--- src/stepper_pkg.sv ---
package stepper_pkg;

    localparam int n_motors   = 4;
    localparam int n_channels = 4;
    localparam int data_w     = 32;
    localparam int addr_w     = 8;
    localparam int sel_w      = 2;
    localparam int motor_id_w = $clog2(n_motors);
    localparam int cnt_w      = 16;  // pre/pulse/post and endstop timeout
    localparam int step_bit_w = 5;

    typedef enum logic [addr_w-1:0] {
        addr_speed0     = 8'h00,
        addr_speed1     = 8'h01,
        addr_speed2     = 8'h02,
        addr_speed3     = 8'h03,
        addr_step_bit   = 8'h04,
        addr_pre        = 8'h05,
        addr_pulse      = 8'h06,
        addr_post       = 8'h07,
        addr_pos_val    = 8'h08,
        addr_es_timeout = 8'h09,
        addr_motor_cfg0 = 8'h10,
        addr_motor_cfg1 = 8'h11,
        addr_motor_cfg2 = 8'h12,
        addr_motor_cfg3 = 8'h13,
        addr_cmd        = 8'h20,  // write only
        addr_pos0       = 8'h30,
        addr_pos1       = 8'h31,
        addr_pos2       = 8'h32,
        addr_pos3       = 8'h33,
        addr_es_status  = 8'h34,
        addr_loopback   = 8'h3F
    } reg_addr_e;

    typedef enum logic [1:0] {
        ps_idle,
        ps_pre,
        ps_pulse,
        ps_post
    } pulse_state_e;

    typedef struct packed {
        logic             mot_disable;  // bit 7, drives enable low
        logic             step_en;
        logic             invert_dir;
        logic             es_abort_en;
        logic [sel_w-1:0] es_sel;
        logic [sel_w-1:0] spd_sel;      // bits 1:0
    } motor_cfg_t;

endpackage
--- src/pulse_cfg_if.sv ---
`timescale 1ns/10ps

interface pulse_cfg_if;
    import stepper_pkg::*;

    logic [cnt_w-1:0]    pre_n;
    logic [cnt_w-1:0]    pulse_n;
    logic [cnt_w-1:0]    post_n;
    logic [data_w-1:0]   pos_val;
    logic [n_motors-1:0] set_pos;  // one-cycle strobe per motor

    modport regs_mp (
        output pre_n,
        output pulse_n,
        output post_n,
        output pos_val,
        output set_pos
    );

    modport gen_mp (
        input pre_n,
        input pulse_n,
        input post_n,
        input pos_val,
        input set_pos
    );
endinterface

--- src/stepper_top.sv ---
`timescale 1ns/10ps

module stepper_top (
    input  logic                               clk,
    input  logic                               rst_n,
    input  logic                               wr_stb,
    input  logic [stepper_pkg::addr_w-1:0]     addr,
    input  logic [stepper_pkg::data_w-1:0]     wdata,
    input  logic                               rd_stb,
    input  logic [stepper_pkg::n_channels-1:0] endstop,
    output logic                               rd_valid,
    output logic [stepper_pkg::data_w-1:0]     rd_data,
    output logic [stepper_pkg::n_motors-1:0]   mot_step,
    output logic [stepper_pkg::n_motors-1:0]   mot_dir,
    output logic [stepper_pkg::n_motors-1:0]   mot_enable
);
    import stepper_pkg::*;

    logic signed [data_w-1:0] speed [n_channels];
    logic [step_bit_w-1:0]    step_bit;
    logic [cnt_w-1:0]         es_timeout;
    motor_cfg_t               motor_cfg [n_motors];
    logic                     load_speeds;
    logic                     unlock;
    logic [data_w-1:0]        pos [n_motors];
    logic [n_channels-1:0]    es_level;
    logic [n_channels-1:0]    es_locked;
    logic [n_channels-1:0]    es_lock_stb;
    logic [n_channels-1:0]    ch_step;
    logic [n_channels-1:0]    ch_dir;
    logic [n_channels-1:0]    ch_abort;
    logic [n_motors-1:0]      step_req;
    logic [n_motors-1:0]      dir_req;
    logic [n_motors-1:0]      hold;

    pulse_cfg_if i_pulse_cfg ();

    stepper_regs i_stepper_regs (
        .clk         (clk),
        .rst_n       (rst_n),
        .wr_stb      (wr_stb),
        .addr        (reg_addr_e'(addr)),
        .wdata       (wdata),
        .rd_stb      (rd_stb),
        .pos         (pos),
        .es_level    (es_level),
        .es_locked   (es_locked),
        .rd_valid    (rd_valid),
        .rd_data     (rd_data),
        .speed       (speed),
        .step_bit    (step_bit),
        .es_timeout  (es_timeout),
        .motor_cfg   (motor_cfg),
        .load_speeds (load_speeds),
        .unlock      (unlock),
        .cfg_if      (i_pulse_cfg.regs_mp)
    );

    for (genvar c = 0; c < n_channels; c++) begin : g_channel
        speed_integrator i_speed_integrator (
            .clk          (clk),
            .rst_n        (rst_n),
            .speed_staged (speed[c]),
            .load_speeds  (load_speeds),
            .abort        (ch_abort[c]),
            .step_bit     (step_bit),
            .step         (ch_step[c]),
            .dir          (ch_dir[c])
        );

        endstop_filter i_endstop_filter (
            .clk        (clk),
            .rst_n      (rst_n),
            .endstop_in (endstop[c]),
            .es_timeout (es_timeout),
            .unlock     (unlock),
            .level      (es_level[c]),
            .locked     (es_locked[c]),
            .lock_stb   (es_lock_stb[c])
        );
    end

    step_router i_step_router (
        .ch_step     (ch_step),
        .ch_dir      (ch_dir),
        .es_locked   (es_locked),
        .es_lock_stb (es_lock_stb),
        .motor_cfg   (motor_cfg),
        .step_req    (step_req),
        .dir_req     (dir_req),
        .hold        (hold),
        .ch_abort    (ch_abort)
    );

    for (genvar m = 0; m < n_motors; m++) begin : g_motor
        step_pulse_gen i_step_pulse_gen (
            .clk      (clk),
            .rst_n    (rst_n),
            .motor_id (motor_id_w'(m)),
            .step_req (step_req[m]),
            .dir_req  (dir_req[m]),
            .hold     (hold[m]),
            .cfg      (motor_cfg[m]),
            .cfg_if   (i_pulse_cfg.gen_mp),
            .step     (mot_step[m]),
            .dir      (mot_dir[m]),
            .pos      (pos[m])
        );

        assign mot_enable[m] = ~motor_cfg[m].mot_disable;
    end
endmodule

--- src/step_pulse_gen.sv ---
`timescale 1ns/10ps

module step_pulse_gen (
    input  logic                               clk,
    input  logic                               rst_n,
    input  logic [stepper_pkg::motor_id_w-1:0] motor_id,
    input  logic                               step_req,
    input  logic                               dir_req,
    input  logic                               hold,
    input  stepper_pkg::motor_cfg_t            cfg,
    pulse_cfg_if.gen_mp                        cfg_if,
    output logic                               step,
    output logic                               dir,
    output logic [stepper_pkg::data_w-1:0]     pos
);
    import stepper_pkg::*;

    pulse_state_e     state;
    logic [cnt_w-1:0] cnt;
    logic [cnt_w-1:0] pulse_len;
    logic             dir_eff;
    logic             accept;
    logic             set_pos;

    assign pulse_len = (cfg_if.pulse_n == '0) ? cnt_w'(1) : cfg_if.pulse_n;
    assign dir_eff   = dir_req ^ cfg.invert_dir;
    assign accept    = (state == ps_idle) && step_req && !hold;
    assign set_pos   = cfg_if.set_pos[motor_id];
    assign step      = (state == ps_pulse);

    always_ff @(posedge clk) begin
        if (!rst_n) begin
            pos <= '0;
        end else if (set_pos) begin
            pos <= cfg_if.pos_val;
        end else if (accept) begin
            pos <= dir_eff ? pos - 1'b1 : pos + 1'b1;
        end
    end

    // cnt holds remaining cycles minus one in the current phase
    always_ff @(posedge clk) begin
        if (!rst_n) begin
            state <= ps_idle;
            cnt   <= '0;
            dir   <= 1'b0;
        end else begin
            case (state)
                ps_idle: begin
                    if (accept) begin
                        dir <= dir_eff;
                        if (cfg_if.pre_n != '0) begin
                            state <= ps_pre;
                            cnt   <= cfg_if.pre_n - 1'b1;
                        end else begin
                            state <= ps_pulse;
                            cnt   <= pulse_len - 1'b1;
                        end
                    end
                end
                ps_pre: begin
                    if (cnt == '0) begin
                        state <= ps_pulse;
                        cnt   <= pulse_len - 1'b1;
                    end else begin
                        cnt <= cnt - 1'b1;
                    end
                end
                ps_pulse: begin
                    if (cnt != '0) begin
                        cnt <= cnt - 1'b1;
                    end else if (cfg_if.post_n != '0) begin
                        state <= ps_post;
                        cnt   <= cfg_if.post_n - 1'b1;
                    end else begin
                        state <= ps_idle;
                    end
                end
                default: begin
                    if (cnt == '0) begin
                        state <= ps_idle;
                    end else begin
                        cnt <= cnt - 1'b1;
                    end
                end
            endcase
        end
    end
endmodule

--- src/step_router.sv ---
`timescale 1ns/10ps

module step_router (
    input  logic [stepper_pkg::n_channels-1:0] ch_step,
    input  logic [stepper_pkg::n_channels-1:0] ch_dir,
    input  logic [stepper_pkg::n_channels-1:0] es_locked,
    input  logic [stepper_pkg::n_channels-1:0] es_lock_stb,
    input  stepper_pkg::motor_cfg_t            motor_cfg [stepper_pkg::n_motors],
    output logic [stepper_pkg::n_motors-1:0]   step_req,
    output logic [stepper_pkg::n_motors-1:0]   dir_req,
    output logic [stepper_pkg::n_motors-1:0]   hold,
    output logic [stepper_pkg::n_channels-1:0] ch_abort
);
    import stepper_pkg::*;

    always_comb begin
        ch_abort = '0;
        for (int m = 0; m < n_motors; m++) begin
            step_req[m] = ch_step[motor_cfg[m].spd_sel] & motor_cfg[m].step_en;
            dir_req[m]  = ch_dir[motor_cfg[m].spd_sel];
            hold[m]     = es_locked[motor_cfg[m].es_sel];
            // lock strobe kills the speed channel this motor follows
            if (motor_cfg[m].es_abort_en && es_lock_stb[motor_cfg[m].es_sel]) begin
                ch_abort[motor_cfg[m].spd_sel] = 1'b1;
            end
        end
    end
endmodule

--- src/endstop_filter.sv ---
`timescale 1ns/10ps

module endstop_filter (
    input  logic                          clk,
    input  logic                          rst_n,
    input  logic                          endstop_in,
    input  logic [stepper_pkg::cnt_w-1:0] es_timeout,
    input  logic                          unlock,
    output logic                          level,
    output logic                          locked,
    output logic                          lock_stb
);
    import stepper_pkg::*;

    logic             meta;
    logic [cnt_w-1:0] cnt;
    logic [cnt_w-1:0] cnt_nxt;
    logic             hit;

    // consecutive high cycles
    always_comb begin
        if (!level) begin
            cnt_nxt = '0;
        end else if (&cnt) begin
            cnt_nxt = cnt;  // saturate
        end else begin
            cnt_nxt = cnt + 1'b1;
        end
    end

    // a timeout of zero never locks
    assign hit = level && !locked && (cnt_nxt == es_timeout);

    always_ff @(posedge clk) begin
        if (!rst_n) begin
            meta     <= 1'b0;
            level    <= 1'b0;
            cnt      <= '0;
            locked   <= 1'b0;
            lock_stb <= 1'b0;
        end else begin
            meta     <= endstop_in;
            level    <= meta;
            cnt      <= cnt_nxt;
            lock_stb <= hit;
            if (hit) begin
                locked <= 1'b1;
            end else if (unlock && !level) begin
                locked <= 1'b0;
            end
        end
    end
endmodule

--- src/speed_integrator.sv ---
`timescale 1ns/10ps

module speed_integrator (
    input  logic                                  clk,
    input  logic                                  rst_n,
    input  logic signed [stepper_pkg::data_w-1:0] speed_staged,
    input  logic                                  load_speeds,
    input  logic                                  abort,
    input  logic [stepper_pkg::step_bit_w-1:0]    step_bit,
    output logic                                  step,
    output logic                                  dir
);
    import stepper_pkg::*;

    logic signed [data_w-1:0] speed_active;
    logic [data_w-1:0]        acc;
    logic [data_w-1:0]        acc_nxt;

    assign acc_nxt = acc + speed_active;
    assign dir     = speed_active[data_w-1];  // sign of speed

    always_ff @(posedge clk) begin
        if (!rst_n) begin
            speed_active <= '0;
            acc          <= '0;
            step         <= 1'b0;
        end else begin
            acc  <= acc_nxt;
            step <= acc_nxt[step_bit] ^ acc[step_bit];  // either edge of the bit
            if (abort) begin
                speed_active <= '0;
            end else if (load_speeds) begin
                speed_active <= speed_staged;
            end
        end
    end
endmodule

--- src/stepper_regs.sv ---
`timescale 1ns/10ps

module stepper_regs (
    input  logic                                  clk,
    input  logic                                  rst_n,
    input  logic                                  wr_stb,
    input  stepper_pkg::reg_addr_e                addr,
    input  logic [stepper_pkg::data_w-1:0]        wdata,
    input  logic                                  rd_stb,
    input  logic [stepper_pkg::data_w-1:0]        pos [stepper_pkg::n_motors],
    input  logic [stepper_pkg::n_channels-1:0]    es_level,
    input  logic [stepper_pkg::n_channels-1:0]    es_locked,
    output logic                                  rd_valid,
    output logic [stepper_pkg::data_w-1:0]        rd_data,
    output logic signed [stepper_pkg::data_w-1:0] speed [stepper_pkg::n_channels],
    output logic [stepper_pkg::step_bit_w-1:0]    step_bit,
    output logic [stepper_pkg::cnt_w-1:0]         es_timeout,
    output stepper_pkg::motor_cfg_t               motor_cfg [stepper_pkg::n_motors],
    output logic                                  load_speeds,
    output logic                                  unlock,
    pulse_cfg_if.regs_mp                          cfg_if
);
    import stepper_pkg::*;

    logic [data_w-1:0] loopback;
    logic              cmd_wr;
    logic [data_w-1:0] rd_mux;

    assign cmd_wr = wr_stb && (addr == addr_cmd);

    always_ff @(posedge clk) begin
        if (!rst_n) begin
            for (int i = 0; i < n_channels; i++) begin
                speed[i] <= '0;
            end
            for (int i = 0; i < n_motors; i++) begin
                motor_cfg[i] <= '0;
            end
            step_bit       <= '0;
            es_timeout     <= '0;
            loopback       <= '0;
            cfg_if.pre_n   <= '0;
            cfg_if.pulse_n <= '0;
            cfg_if.post_n  <= '0;
            cfg_if.pos_val <= '0;
        end else if (wr_stb) begin
            for (int i = 0; i < n_channels; i++) begin
                if (addr == reg_addr_e'(addr_speed0 + i)) begin
                    speed[i] <= signed'(wdata);
                end
            end
            for (int i = 0; i < n_motors; i++) begin
                if (addr == reg_addr_e'(addr_motor_cfg0 + i)) begin
                    motor_cfg[i] <= motor_cfg_t'(wdata[$bits(motor_cfg_t)-1:0]);
                end
            end
            case (addr)
                addr_step_bit:   step_bit       <= wdata[step_bit_w-1:0];
                addr_pre:        cfg_if.pre_n   <= wdata[cnt_w-1:0];
                addr_pulse:      cfg_if.pulse_n <= wdata[cnt_w-1:0];
                addr_post:       cfg_if.post_n  <= wdata[cnt_w-1:0];
                addr_pos_val:    cfg_if.pos_val <= wdata;
                addr_es_timeout: es_timeout     <= wdata[cnt_w-1:0];
                addr_loopback:   loopback       <= wdata;
                default: ;
            endcase
        end
    end

    // command bits become strobes one cycle after the write
    always_ff @(posedge clk) begin
        if (!rst_n) begin
            load_speeds    <= 1'b0;
            unlock         <= 1'b0;
            cfg_if.set_pos <= '0;
        end else begin
            load_speeds    <= cmd_wr && wdata[0];
            cfg_if.set_pos <= (cmd_wr && wdata[1]) ? wdata[8 +: n_motors] : '0;
            unlock         <= cmd_wr && wdata[2];
        end
    end

    always_comb begin
        rd_mux = '0;  // unknown addresses read zero
        for (int i = 0; i < n_channels; i++) begin
            if (addr == reg_addr_e'(addr_speed0 + i)) begin
                rd_mux = speed[i];
            end
        end
        for (int i = 0; i < n_motors; i++) begin
            if (addr == reg_addr_e'(addr_motor_cfg0 + i)) begin
                rd_mux = data_w'(motor_cfg[i]);
            end
            if (addr == reg_addr_e'(addr_pos0 + i)) begin
                rd_mux = pos[i];
            end
        end
        case (addr)
            addr_step_bit:   rd_mux = data_w'(step_bit);
            addr_pre:        rd_mux = data_w'(cfg_if.pre_n);
            addr_pulse:      rd_mux = data_w'(cfg_if.pulse_n);
            addr_post:       rd_mux = data_w'(cfg_if.post_n);
            addr_pos_val:    rd_mux = cfg_if.pos_val;
            addr_es_timeout: rd_mux = data_w'(es_timeout);
            addr_es_status:  rd_mux = data_w'({es_locked, es_level});
            addr_loopback:   rd_mux = loopback;
            default: ;
        endcase
    end

    always_ff @(posedge clk) begin
        if (!rst_n) begin
            rd_valid <= 1'b0;
        end else begin
            rd_valid <= rd_stb;
        end
    end

    always_ff @(posedge clk) begin
        if (rd_stb) begin
            rd_data <= rd_mux;
        end
    end
endmodule

--- config.mk ---
export PLATFORM = sky130hd
export DESIGN_NAME = stepper_top
export DESIGN_NICKNAME = d
export VERILOG_FILES = /design/src/stepper_pkg.sv /design/src/pulse_cfg_if.sv /design/src/stepper_top.sv /design/src/step_pulse_gen.sv /design/src/step_router.sv /design/src/endstop_filter.sv /design/src/speed_integrator.sv /design/src/stepper_regs.sv
export SDC_FILE = /design/constraint.sdc
export NUM_CORES = 2
export LEC_CHECK = 0
export ABC_AREA = 1
export BUFFER_PORTS_ARGS = -buffer_cell sky130_fd_sc_hd__buf_2
export CAP_MARGIN = 20
export CORE_UTILIZATION = 55
export CTS_CLUSTER_DIAMETER = 60
export DETAILED_ROUTE_END_ITERATION = 16
export GPL_TIMING_DRIVEN = 0
export PLACE_DENSITY = 0.71
export REMOVE_ABC_BUFFERS = 1
export SYNTH_ARGS = -nofsm -noshare
export SYNTH_HDL_FRONTEND = slang
export SYNTH_SLANG_ARGS = --single-unit
--- constraint.sdc ---
create_clock -name clk -period 5 [get_ports clk]
set_input_delay 0.25 -clock clk [delete_from_list [all_inputs] [get_ports clk]]
set_output_delay 0.25 -clock clk [all_outputs]
set_load 0.005 [all_outputs]
==> impl_metrics.csv <==
group,metric,value,unit
clocking,htree_levels,3,
global_routing,grt_start_max_net_pins,159,
worst_setup_path,max_stage_delay,0.65,ns
global_routing,grt_pass1_vias,57200,
power_and_ir_drop,p_sw,3.92,mW
power_and_ir_drop,p_per_area,247,nW/µm²
sta,setup_tns,0,ns
worst_setup_path,cp.required,5.60,ns
sta,min_period_over_period,96.3,%
global_routing,grt_usage,40.7,%
power_and_ir_drop,max-vdd-ir-drop,0.286,mV
global_routing,grt_pass1_wl,341000,µm
global_routing,overflow,0,
logic_synthesis,async_flop_share,0,%
routing,vias_per_cell,6.00,
sta,worst_clock_skew,0.0359,ns
logic_synthesis,synth-seq-cells,876,
clocking,numCtsBuffers,108,
die,std_cell_rows,119,
worst_hold_path,hold_class,"input port to flip-flop",
die,die_w,328,µm
sta,rsz0062_at_grt,"false",
routing,drc,0,
logic_synthesis,synth-simple-area-share,31.1,%
logic_synthesis,synth_area,58600,µm²
run_status,status,"completed",
logic_synthesis,synth_area_leader_cell,"dfxtp_1",
routing,wl_per_cell,21.3,µm
logic_synthesis,synth_compound_area_share,19.3,%
run,max_cap_violations,0,
routing,final_antenna_net_count,0,
logic_synthesis,synth_seq_area_share,30.5,%
clocking,post_cts_buffers,0,
worst_setup_path,crit_type,"flip-flop to flip-flop",
sta,fin_ws,0.183,ns
sta,worst_pin_slew,1.33,ns
place,place_worst_setup_slack,0.0645,ns
routing,num_vias,64200,
logic_synthesis,synthTopCellsByArea,"dfxtp_1 (29%), nand2_1 (17%), a21oi_1 (7.0%), inv_1 (6.9%), o21ai_0 (5.8%)",
worst_setup_path,crit_path_start_kind,"flip-flop",
logic_synthesis,yosysMostFrequentCell,"nand2_1",
routing,drtIter0Drc,8447,
sta,slew_headroom,10.7,%
worst_setup_path,cpMaxStageDelayCell,"dfxtp_1",
logic_synthesis,netlist_instances,9267,
layout,num-fill-cells,10200,
logic_synthesis,synth_edf_count,32,
power_and_ir_drop,pwr-share-comb,3.4,%
clocking,cts_max_path_buffers,3,
routing,drt-total-wl,228000,µm
worst_setup_path,cp_cell_sequence,"inv_1, nor2_1, a21oi_1, o221ai_1, xor2_1, inv_1, buf_16, ha_1, nand3_1, nand2_1, a21boi_0, o21ai_0, a21oi_1, o21bai_1, nand3_1, nand2_1, nand2_1, nand3_1, a31oi_1",
logic_synthesis,synth_fa_ha_area_share,5.81,%
clocking,cts-root-buf,"clkbuf_16",
clocking,cts.sinks,876,
logic_synthesis,synth_top_family_by_area,"simple AND/OR/NAND/NOR gates",
place,place.gp.congestion,1.02,
logic_synthesis,synth_xor_area_share,3.87,%
logic_synthesis,ys_warn_count,0,
place,place_hpwl,170000,µm
sta,max_freq,0.208,GHz
die,die_height,328,µm
die,dieArea,108000,µm²
sta,setup_violations,0,
place,port_buffers,92,
logic_synthesis,synth.avg_cell_area,6.32,µm²
sta,finalHoldViolCount,0,
worst_setup_path,r2r_end,"g_motor[0].i_step_pulse_gen.pos[28]",
worst_setup_path,cp_max_fo,28,
clocking,cts.clk_slew.worst_paths,0.06,ns
worst_setup_path,crit_end,"g_motor[0].i_step_pulse_gen.pos[28]",
sta,drv_slew,0,
die,start_util,55.6,%
logic_synthesis,yosys_most_used_dff,"dfxtp_1",
power_and_ir_drop,p_clk_share,52.7,%
die,core,105000,µm²
sta,period_needed,4.82,ns
layout,drive_gt1_share,5.04,%
layout,fin_util,61.7,%
logic_synthesis,ys_types,65,
global_routing,antenna_found_initial,8,
worst_setup_path,rr_worst_depth,19,
layout,finalNetCount,9531,
routing,first_pass_iters,7,
power_and_ir_drop,p_leak,29.2,nW
logic_synthesis,synth_common_cells,"nand2_1 (2607), inv_1 (1078), dfxtp_1 (844)",
power_and_ir_drop,switching_share,24.3,%
logic_synthesis,synth_top_area_share,28.8,%
power_and_ir_drop,seqPwrFrac,44.0,%
logic_synthesis,synth_mux_area_share,0,%
worst_setup_path,arrival,5.41,ns
power_and_ir_drop,p_int,12.2,mW
clocking,clk_latency,0.74,ns
worst_setup_path,r2r_slack,0.18,ns
die,io_pins,93,
worst_setup_path,worstSetupEndpointType,"flip-flop",
clocking,cts_tree,"done",
layout,syn2layout_area_growth,11.1,%
[worst min-delay path by stage]
stage,start,endpoint,slack [ns],cells after the start
6_report,wdata[7],i_stepper_regs.cfg_if.pre_n[7],0.05,3
5_1_grt,wdata[7],i_stepper_regs.cfg_if.pulse_n[7],0.03,3
4_1_cts,wdata[7],i_stepper_regs.cfg_if.pulse_n[7],0.007,3
3_5_place_dp,g_channel[3].i_endstop_filter.meta,g_channel[3].i_endstop_filter.level,0.40,2
3_3_place_gp,g_channel[1].i_endstop_filter.meta,g_channel[1].i_endstop_filter.level,0.39,2
2_1_floorplan,rst_n,g_channel[0].i_endstop_filter.level,0.34,2
[critical path: cells and delay by family (launching register included)]
family          cells  cell delay [ns]
buf+inv             3             0.69
fa+ha+maj           1             0.40
xor+xnor            1             0.56
simple gates        7             0.93
compound gates      7             1.48
flops               1             0.65
[state kept, by name, indices dropped and copies added, names as in the netlist, 64 cells and up]
| name | count |
|---|---|
| g_channel.i_endstop_filter.cnt | 64 |
| g_motor.i_step_pulse_gen.pos | 128 |
| g_channel.i_speed_integrator.acc | 128 |
| g_motor.i_step_pulse_gen.cnt | 64 |
| g_channel.i_speed_integrator.speed_active | 128 |
| i_stepper_regs.speed | 128 |
[cell families after synthesis]
family / count (synthesis)
and+or+nand+nor: 4395
buffers and inverters: 1450
AOI/OAI and AO/OA: 2020
DFF: 876
xor gates and xnor gates: 259
adders and majority gates: 267
[cell type report]
class                      instances  area (µm²)  share of cell area [%]
multi-input combinational       6941       35300                    54.3
sequential                       876       17900                    27.5
inverter                        1094        4120                    6.34
clock buffer                     142        3030                    4.66
timing repair buffer             195        2150                    3.31
tap                             1391        1740                    2.68
clock inverter                    60         801                    1.23
antenna                            3        7.51                  0.0115
[repair_timing]
| action | CTS | global route |
|---|---|---|
| hold buffers | 40 | 0 |
| endpoints found under the hold margin | 110 | 0 |
| setup endpoints to repair | 0 | 6 |
| gates resized for setup | 0 | 2 |
[cell usage in the layout (no fill, tap or decap), types with 14 or more instances in the layout]
cell,Yosys,final
a211oi_1,18,18
a21o_1,29,29
a21oi_1,823,823
a221oi_1,37,37
a22oi_1,27,27
a31oi_1,140,140
and2_1,15,15
buf_16,0,31
buf_2,27,94
clkbuf_1,298,15
clkbuf_16,0,109
clkbuf_8,0,18
clkinv_2,0,14
dfxtp_1,844,840
dlygate4sd3_1,0,40
edfxtp_1,32,32
ha_1,259,259
inv_1,1078,1073
nand2_1,2607,2606
nand3_1,574,574
nand3b_1,32,32
nand4_1,129,129
nor2_1,818,803
nor2_2,7,19
nor3_1,110,108
nor4_1,19,19
o2111ai_1,31,31
o211ai_1,64,64
o21a_1,15,15
o21ai_0,673,672
o21bai_1,30,30
o221ai_1,18,18
o22ai_1,74,74
or2_2,54,54
xnor2_1,68,68
xor2_1,191,188
[power by group through the flow]
stage,Sequential [mW],Combinational [mW],Clock [mW]
2_1_floorplan,7.21,0.196,0
3_3_place_gp,7.23,0.464,0
3_5_place_dp,7.22,0.488,0
4_1_cts,7.07,0.514,8.49
5_1_grt,7.07,0.559,8.79
6_report,7.07,0.545,8.47
[through the flow]
step	total power [mW]	instances	hold WS [ns]	cell area, µm²
2_1_floorplan	7.41	8911	0.343	57200
3_3_place_gp	7.69	10400	0.393	59400
3_5_place_dp	7.71	10500	0.399	60700
4_1_cts	16.1	10700	0.00653	64900
5_1_grt	16.4	10700	0.0334	65000
6_report	16.1	10700	0.0516	65100
[metal layers]
metal	track usage (%)	wire length, µm	share of wire (%)
met5	0	41	0.018
met4	17.4	11300	5.0
met2	59.1	93000	41
met1	58.2	97200	43
met3	8.18	26100	11
No activity file was read; power rests on OpenSTA's default activity.
